[config.mk]
export PLATFORM = sky130hd
export DESIGN_NAME = ila_top
export DESIGN_NICKNAME = d
export VERILOG_FILES = /design/src/ila_regmap_pkg.sv /design/src/ila_types_pkg.sv /design/src/ila_capture.sv /design/src/ila_line_buffer.sv /design/src/ila_sample_unpacker.sv /design/src/ila_top.sv /design/src/ila_wb_regs.sv
export SDC_FILE = /design/constraint.sdc
export NUM_CORES = 2
export LEC_CHECK = 0
export BUFFER_PORTS_ARGS = -buffer_cell sky130_fd_sc_hd__buf_4
export CORE_ASPECT_RATIO = 0.6
export CORE_UTILIZATION = 62
export CTS_CLUSTER_DIAMETER = 50
export DETAILED_ROUTE_END_ITERATION = 10
export GPL_TIMING_DRIVEN = 0
export PLACE_DENSITY = 0.77
export SYNTH_ARGS = -nofsm -noshare
export SYNTH_HDL_FRONTEND = slang
export SYNTH_HIERARCHICAL = 1
export SYNTH_SLANG_ARGS = --single-unit
[constraint.sdc]
create_clock -name clk -period 25.4 [get_ports clk]
set_input_delay 0 -clock clk [delete_from_list [all_inputs] [get_ports clk]]
set_output_delay 0 -clock clk [all_outputs]
set_load 0.005 [all_outputs]
[src/ila_regmap_pkg.sv]
package ila_regmap_pkg;

    typedef logic [3:0]  wb_adr_t;   // word address.
    typedef logic [31:0] wb_data_t;

    localparam wb_adr_t REG_CTRL   = 4'd0;  // read/write.
    localparam wb_adr_t REG_ARM    = 4'd1;  // any write arms.
    localparam wb_adr_t REG_STATUS = 4'd2;
    localparam wb_adr_t REG_SAMPLE = 4'd3;  // each read pops one sample.

    // control fields.
    localparam int CTRL_LEN_LSB    = 0;
    localparam int CTRL_LEN_MSB    = 4;
    localparam int CTRL_FILTER_BIT = 8;

    // status fields.
    localparam int STAT_ARMED_BIT   = 0;
    localparam int STAT_STORING_BIT = 1;
    localparam int STAT_FULL_BIT    = 2;
    localparam int STAT_COUNT_LSB   = 8;
    localparam int STAT_COUNT_MSB   = 12;

    localparam int SAMPLE_LSB = 0;
    localparam int SAMPLE_MSB = 15;

endpackage

[src/ila_types_pkg.sv]
package ila_types_pkg;

    localparam int LINE_WIDTH       = 256;
    localparam int SAMPLE_WIDTH     = 16;
    localparam int SAMPLES_PER_LINE = LINE_WIDTH / SAMPLE_WIDTH;

    // one probe line as presented by the fabric.
    typedef logic [LINE_WIDTH-1:0] line_t;

    // one host-visible sample, a slice of a line.
    typedef logic [SAMPLE_WIDTH-1:0] sample_t;

    typedef logic [$clog2(SAMPLES_PER_LINE)-1:0] slot_t;  // sample index within a line.

    // capture sequence, one pass per arm.
    typedef enum logic [1:0] {
        IDLE,
        ARMED,
        STORING,
        FULL
    } cap_state_t;

endpackage

[src/ila_capture.sv]
module ila_capture
    import ila_types_pkg::*;
#(
    parameter int MAX_LINES = 16
) (
    input  logic                         clk,
    input  logic                         rst,
    input  line_t                        line_in,
    input  logic                         line_valid,
    input  logic                         line_keep,
    input  logic                         trigger,
    input  logic                         arm,
    input  logic [$clog2(MAX_LINES):0]   burst_len,
    input  logic                         filter_en,
    output logic                         wr_en,
    output logic [$clog2(MAX_LINES)-1:0] wr_addr,
    output line_t                        wr_line,
    output logic [$clog2(MAX_LINES):0]   line_count,
    output logic                         armed,
    output logic                         storing,
    output logic                         full
);

    cap_state_t                 state;
    logic [$clog2(MAX_LINES):0] count;
    logic                       qualified;
    logic                       store;

    assign qualified = line_valid && (!filter_en || line_keep);

    // the trigger cycle's own line is the first candidate.
    assign store = qualified && (state == STORING || (state == ARMED && trigger));

    always_ff @(posedge clk) begin
        if (rst) begin
            state <= IDLE;
            count <= '0;
        end else if (arm) begin
            state <= ARMED;  // restart from any state.
            count <= '0;
        end else if (store) begin
            count <= count + 1'b1;
            if (count + 1'b1 >= burst_len) begin
                state <= FULL;
            end else begin
                state <= STORING;
            end
        end else if (state == ARMED && trigger) begin
            state <= STORING;
        end
    end

    // memory takes the line on the same edge that counts it.
    assign wr_en   = store;
    assign wr_addr = count[$clog2(MAX_LINES)-1:0];
    assign wr_line = line_in;

    assign line_count = count;
    assign armed      = (state == ARMED);
    assign storing    = (state == STORING);
    assign full       = (state == FULL);

endmodule

[src/ila_line_buffer.sv]
module ila_line_buffer
    import ila_types_pkg::*;
#(
    parameter int MAX_LINES = 16
) (
    input  logic                         clk,
    input  logic                         wr_en,
    input  logic [$clog2(MAX_LINES)-1:0] wr_addr,
    input  line_t                        wr_line,
    input  logic [$clog2(MAX_LINES)-1:0] rd_addr,
    output line_t                        rd_line
);

    line_t mem [MAX_LINES];

    always_ff @(posedge clk) begin
        if (wr_en) begin
            mem[wr_addr] <= wr_line;
        end
    end

    // registered read, old data on a same-address write.
    always_ff @(posedge clk) begin
        rd_line <= mem[rd_addr];
    end

endmodule

[src/ila_sample_unpacker.sv]
module ila_sample_unpacker
    import ila_types_pkg::*;
#(
    parameter int MAX_LINES = 16
) (
    input  logic                         clk,
    input  logic                         rst,
    input  logic                         arm,
    input  logic                         full,
    input  logic [$clog2(MAX_LINES):0]   line_count,
    output logic [$clog2(MAX_LINES)-1:0] rd_addr,
    input  line_t                        rd_line,
    input  logic                         pop,
    output sample_t                      sample,
    output logic                         sample_valid,
    output logic                         empty
);

    logic [$clog2(MAX_LINES):0] line_ptr;  // next line to load.
    slot_t                      slot;
    line_t                      cur_line;
    logic                       cur_valid;
    logic                       primed;
    logic                       more;
    logic                       load;

    // rd_line already holds line_ptr's line while the current one shifts out.
    assign rd_addr = line_ptr[$clog2(MAX_LINES)-1:0];
    assign more    = (line_ptr < line_count);
    assign load    = full && primed && !cur_valid && more;  // primed covers the last write.

    always_ff @(posedge clk) begin
        if (rst || arm) begin
            line_ptr  <= '0;
            slot      <= '0;
            cur_valid <= 1'b0;
            primed    <= 1'b0;
        end else begin
            primed <= full;
            if (load) begin
                cur_valid <= 1'b1;
                line_ptr  <= line_ptr + 1'b1;
            end else if (pop && cur_valid) begin
                if (slot == slot_t'(SAMPLES_PER_LINE - 1)) begin
                    cur_valid <= 1'b0;  // line done.
                    slot      <= '0;
                end else begin
                    slot <= slot + 1'b1;
                end
            end
        end
    end

    always_ff @(posedge clk) begin
        if (load) begin
            cur_line <= rd_line;
        end
    end

    assign sample       = cur_line[slot*SAMPLE_WIDTH +: SAMPLE_WIDTH];  // lowest first.
    assign sample_valid = cur_valid;
    assign empty        = !cur_valid && !(full && more);

endmodule

[src/ila_top.sv]
module ila_top
    import ila_types_pkg::*;
    import ila_regmap_pkg::*;
#(
    parameter int MAX_LINES = 16
) (
    input  logic     clk,
    input  logic     rst,
    input  line_t    line_in,
    input  logic     line_valid,
    input  logic     line_keep,
    input  logic     trigger,
    input  logic     wb_cyc,
    input  logic     wb_stb,
    input  logic     wb_we,
    input  wb_adr_t  wb_adr,
    input  wb_data_t wb_dat_w,
    output wb_data_t wb_dat_r,
    output logic     wb_ack
);

    localparam int AW = $clog2(MAX_LINES);

    logic          arm;
    logic [AW:0]   burst_len;
    logic          filter_en;
    logic          wr_en;
    logic [AW-1:0] wr_addr;
    line_t         wr_line;
    logic [AW:0]   line_count;
    logic          armed;
    logic          storing;
    logic          full;
    logic [AW-1:0] rd_addr;
    line_t         rd_line;
    sample_t       sample;
    logic          sample_valid;
    logic          empty;
    logic          pop;

    ila_wb_regs #(.MAX_LINES(MAX_LINES)) u_regs (
        .clk(clk), .rst(rst),
        .wb_cyc(wb_cyc), .wb_stb(wb_stb), .wb_we(wb_we), .wb_adr(wb_adr),
        .wb_dat_w(wb_dat_w), .wb_dat_r(wb_dat_r), .wb_ack(wb_ack),
        .arm(arm), .burst_len(burst_len), .filter_en(filter_en),
        .armed(armed), .storing(storing), .full(full), .line_count(line_count),
        .sample(sample), .sample_valid(sample_valid), .empty(empty), .pop(pop)
    );

    ila_capture #(.MAX_LINES(MAX_LINES)) u_capture (
        .clk(clk), .rst(rst),
        .line_in(line_in), .line_valid(line_valid), .line_keep(line_keep),
        .trigger(trigger), .arm(arm), .burst_len(burst_len), .filter_en(filter_en),
        .wr_en(wr_en), .wr_addr(wr_addr), .wr_line(wr_line),
        .line_count(line_count), .armed(armed), .storing(storing), .full(full)
    );

    ila_line_buffer #(.MAX_LINES(MAX_LINES)) u_buffer (
        .clk(clk), .wr_en(wr_en), .wr_addr(wr_addr), .wr_line(wr_line),
        .rd_addr(rd_addr), .rd_line(rd_line)
    );

    ila_sample_unpacker #(.MAX_LINES(MAX_LINES)) u_unpacker (
        .clk(clk), .rst(rst), .arm(arm), .full(full), .line_count(line_count),
        .rd_addr(rd_addr), .rd_line(rd_line), .pop(pop),
        .sample(sample), .sample_valid(sample_valid), .empty(empty)
    );

endmodule

[src/ila_wb_regs.sv]
module ila_wb_regs
    import ila_regmap_pkg::*;
    import ila_types_pkg::*;
#(
    parameter int MAX_LINES = 16
) (
    input  logic                       clk,
    input  logic                       rst,
    input  logic                       wb_cyc,
    input  logic                       wb_stb,
    input  logic                       wb_we,
    input  wb_adr_t                    wb_adr,
    input  wb_data_t                   wb_dat_w,
    output wb_data_t                   wb_dat_r,
    output logic                       wb_ack,
    output logic                       arm,
    output logic [$clog2(MAX_LINES):0] burst_len,
    output logic                       filter_en,
    input  logic                       armed,
    input  logic                       storing,
    input  logic                       full,
    input  logic [$clog2(MAX_LINES):0] line_count,
    input  sample_t                    sample,
    input  logic                       sample_valid,
    input  logic                       empty,
    output logic                       pop
);

    localparam int CW    = $clog2(MAX_LINES) + 1;
    localparam int LEN_W = CTRL_LEN_MSB - CTRL_LEN_LSB + 1;
    localparam int CNT_W = STAT_COUNT_MSB - STAT_COUNT_LSB + 1;

    logic             req;
    logic             done;  // acked, waiting for stb to drop.
    logic             sample_rd;
    logic             ready;
    logic             fire;
    logic [LEN_W-1:0] len_wr;
    wb_data_t         rdata;

    assign req       = wb_cyc && wb_stb;
    assign sample_rd = !wb_we && (wb_adr == REG_SAMPLE);
    assign ready     = !sample_rd || sample_valid || empty;  // sample reads may stall.
    assign fire      = req && !done && ready;
    assign pop       = fire && sample_rd && sample_valid;
    assign len_wr    = wb_dat_w[CTRL_LEN_MSB:CTRL_LEN_LSB];

    always_comb begin
        rdata = '0;
        case (wb_adr)
            REG_CTRL: begin
                rdata[CTRL_LEN_MSB:CTRL_LEN_LSB] = LEN_W'(burst_len);
                rdata[CTRL_FILTER_BIT]           = filter_en;
            end
            REG_STATUS: begin
                rdata[STAT_ARMED_BIT]                = armed;
                rdata[STAT_STORING_BIT]              = storing;
                rdata[STAT_FULL_BIT]                 = full;
                rdata[STAT_COUNT_MSB:STAT_COUNT_LSB] = CNT_W'(line_count);
            end
            REG_SAMPLE: begin
                if (sample_valid) begin
                    rdata[SAMPLE_MSB:SAMPLE_LSB] = sample;  // zero once empty.
                end
            end
            default: rdata = '0;
        endcase
    end

    always_ff @(posedge clk) begin
        if (rst) begin
            wb_ack    <= 1'b0;
            done      <= 1'b0;
            arm       <= 1'b0;
            burst_len <= '0;
            filter_en <= 1'b0;
        end else begin
            wb_ack <= fire;
            arm    <= fire && wb_we && (wb_adr == REG_ARM);
            if (fire) begin
                done <= 1'b1;
            end else if (!wb_stb) begin
                done <= 1'b0;
            end
            if (fire && wb_we && (wb_adr == REG_CTRL)) begin
                filter_en <= wb_dat_w[CTRL_FILTER_BIT];
                if (len_wr == '0 || len_wr > MAX_LINES) begin
                    burst_len <= CW'(MAX_LINES);  // clamp.
                end else begin
                    burst_len <= CW'(len_wr);
                end
            end
        end
    end

    always_ff @(posedge clk) begin
        if (fire && !wb_we) begin
            wb_dat_r <= rdata;
        end
    end

endmodule

==> impl_metrics.yaml <==
outcome:
  status: "complete, but fails checks"
  failed_checks: "capacitance limit, slew limit"
final_layout:
  drive_above_1_share_pct: 28.6
  mostFrequentLayoutCells: "edfxtp_1, mux4_2, dlygate4sd3_1"
  layout_commonest_cell: "edfxtp_1"
  syn2layout_area_growth_pct: 16.8
  nets: 9131
  utilization_pct: 73.1
  fillCellCount: 14400
synth:
  synth_area_mm2: 0.173
  syn_inst: 7517
  yosysWarnings: 6
  synth_seq_cells: 4651
  synth-seq-area-share_pct: 79.3
  synth_edf_count: 4368
  syn_area_per_cell_um2: 23.0
  postSynth.asyncResetShare_pct: 0
  synth_cell_types: 61
  synth_ff_type: "edfxtp_1"
drt:
  drt_iter0_drc: 16700
  vias: 90500
  routedWlPerCell_um: 37.6
  post-route-drc-count: 0
  via_per_inst: 7.02
  first_pass_iters: 9
  ant_nets: 0
  wirelength_um: 485000
worst_hold_path:
  hold_path.class: "primary input to register"
clocking:
  numCtsBuffers: 398
  path_clk_slew_ns: 0.07
  clkLatencyLatePin_ns: 0.98
  cts_resized: 0
  cts_root_buf: "clkbuf_16"
  htreeDepth: 5
  holdBufCountCts: 539
  cts_tree: "done"
  clock_sinks: 4651
  postCtsSetupBuffers: 0
  clockBufferDepth: 4
worst_setup_path:
  critPathLaunchType: "register"
  rrSetupSlack_ns: 20.62
  r2r_start: "u_unpacker/line_ptr[2]$_SDFFE_PP0P_"
  endpoint: "u_buffer/rd_line[131]$_DFF_P_"
  required_ns: 26.20
  crit_type: "register to register"
  startpoint: "u_unpacker/line_ptr[2]$_SDFFE_PP0P_"
  crit_path_end_kind: "register"
  reg2reg_depth: 8
  worstPathArrival_ns: 5.58
  crit_fanout: 10
  r2r_end: "u_buffer/rd_line[131]$_DFF_P_"
global_route:
  grt_max_degree: 107
  track_usage_pct: 34.4
  grt_pass1_vias: 89400
  antenna_found_initial: 96
  grt_pass1_wl_um: 672000
  overflow: 0
timing:
  hold_viol: 0
  report.final.setup_viol: 0
  fin_tns_setup_ns: 0
  fin_crit_ns: 4.78
  worst_slew_pin_slew_ns: 1.63
  grt_setup_unrepaired: "no"
  slew_viol_final: 19
  fmax_mhz: 209
  relSlewSlack_pct: -8.57
  fin_skew_ns: 0.0740
  period_share_pct: 18.8
die:
  io_pins: 333
  die_w_um: 683
  row_count: 149
  start_util_pct: 62.6
  die_y_um: 411
  die-area_mm2: 0.281
  core_area_mm2: 0.276
power:
  power_density_mw_per_mm2: 73.6
  p_leak_nw: 63.5
  peakVddDrop_mv: 0.0676
run:
  cap_violations: 2
placement:
  place.gp.congestion: 0.904
  io_buffers: 34
  hpwl_um: 305000
-- critical path, stage by stage (launching register included) --
cell and delay, ns:
dfxtp_1 0.44, buf_4 0.17, buf_2 0.35, and2_1 0.19, clkbuf_1 1.06, clkbuf_1 1.16, clkbuf_1 0.64, a22oi_1 0.23
nand2_1 0.37
-- final cells by class --
class	instances	area [um^2]	share of cell area (%)
repair buffers	886	10800	5.36
flip-flops and latches	4651	137000	67.9
plain buffers	660	4090	2.03
multi-input cells	2204	31800	15.8
clock inverters	188	2140	1.06
inverters	17	71.3	0.0354
diodes	45	113	0.0559
well taps	3699	4630	2.30
clock buffers	549	11100	5.51
-- registers in the layout (all words and copies together) (netlist names), 2 cells and up --
register / flops
u_regs/burst_len: 5
u_unpacker/cur_line: 256
u_capture/line_count: 5
u_unpacker/line_ptr: 5
u_unpacker/slot: 4
u_buffer/rd_line: 256
u_capture/state: 2
u_buffer/mem: 4096
u_regs/wb_dat_r: 16
-- synthesized netlist by cell type (all sizes together) (10+ instances only) --
cell type	instances	area (um^2)
a221oi	23	201
a22oi	450	3380
ha	13	163
inv	17	63.8
a21oi	26	130
clkbuf	164	616
and2	10	65.1
buf	496	3470
mux2i	37	370
o221ai	34	315
mux4	1048	23600
nand2b	34	213
nand2	209	785
nor2b	43	269
mux2	106	1190
edfxtp	4368	131000
nand3	14	70.1
nor2	27	109
dfxtp	283	5670
o21ai	41	205
-- kinds of logic after synthesis --
kind of cell | after synthesis | synth area share (%)
compound gates | 596 | 2.57
xor+xnor | 6 | 0.0304
flops | 4651 | 79.3
simple gates | 382 | 1.06
fa+ha+maj | 13 | 0.0942
other cells | 1 | 0.00217
mux | 1191 | 14.6
buf+inv | 677 | 2.40
-- through the flow --
step	total power (W)	cell area [um^2]	cells	hold slack (ns)	worst slack, ns
CTS	0.0148	201000	12900	0.00161	20.89
global placement	0.00864	178000	11300	0.237	-15.53
detailed placement	0.00865	183000	11600	0.245	20.97
finish	0.0148	202000	12900	0.0338	20.62
floorplan	0.00861	173000	7532	0.0993	5.67
global route	0.0151	202000	12900	0.0235	20.62
-- where the power goes --
group / internal (W) / total [W] / leakage [nW] / switching, W
registers: 0.00836 / 0.00836 / 41.6 / 0.00000164
clock network: 0.00347 / 0.00627 / 6.48 / 0.00280
logic: 0.0000853 / 0.000208 / 15.4 / 0.000123
-- layer usage --
layer	share of wire [%]	track usage, %	vias to the layer above
met4	4.9	14.8	52
met2	45	51.8	8262
li1	-	-	34100
met1	34	47.3	46700
met5	0.068	0.0167	-
met3	16	11.2	1427
-- worst min-delay path by stage --
stage	startpoint	end	slack, ns	cells past startpoint
floorplan	rst	u_capture/state[0]$_SDFFE_PP0P_	0.1	1
global placement	rst	u_capture/state[0]$_SDFFE_PP0P_	0.24	2
detailed placement	rst	u_capture/state[0]$_SDFFE_PP0P_	0.25	2
CTS	line_in[197]	u_buffer/mem[6][197]$_DFFE_PP_	0.002	2
global route	line_in[26]	u_buffer/mem[10][26]$_DFFE_PP_	0.02	2
finish	line_in[5]	u_buffer/mem[10][5]$_DFFE_PP_	0.03	2
Power figures use the tool's default switching activity.
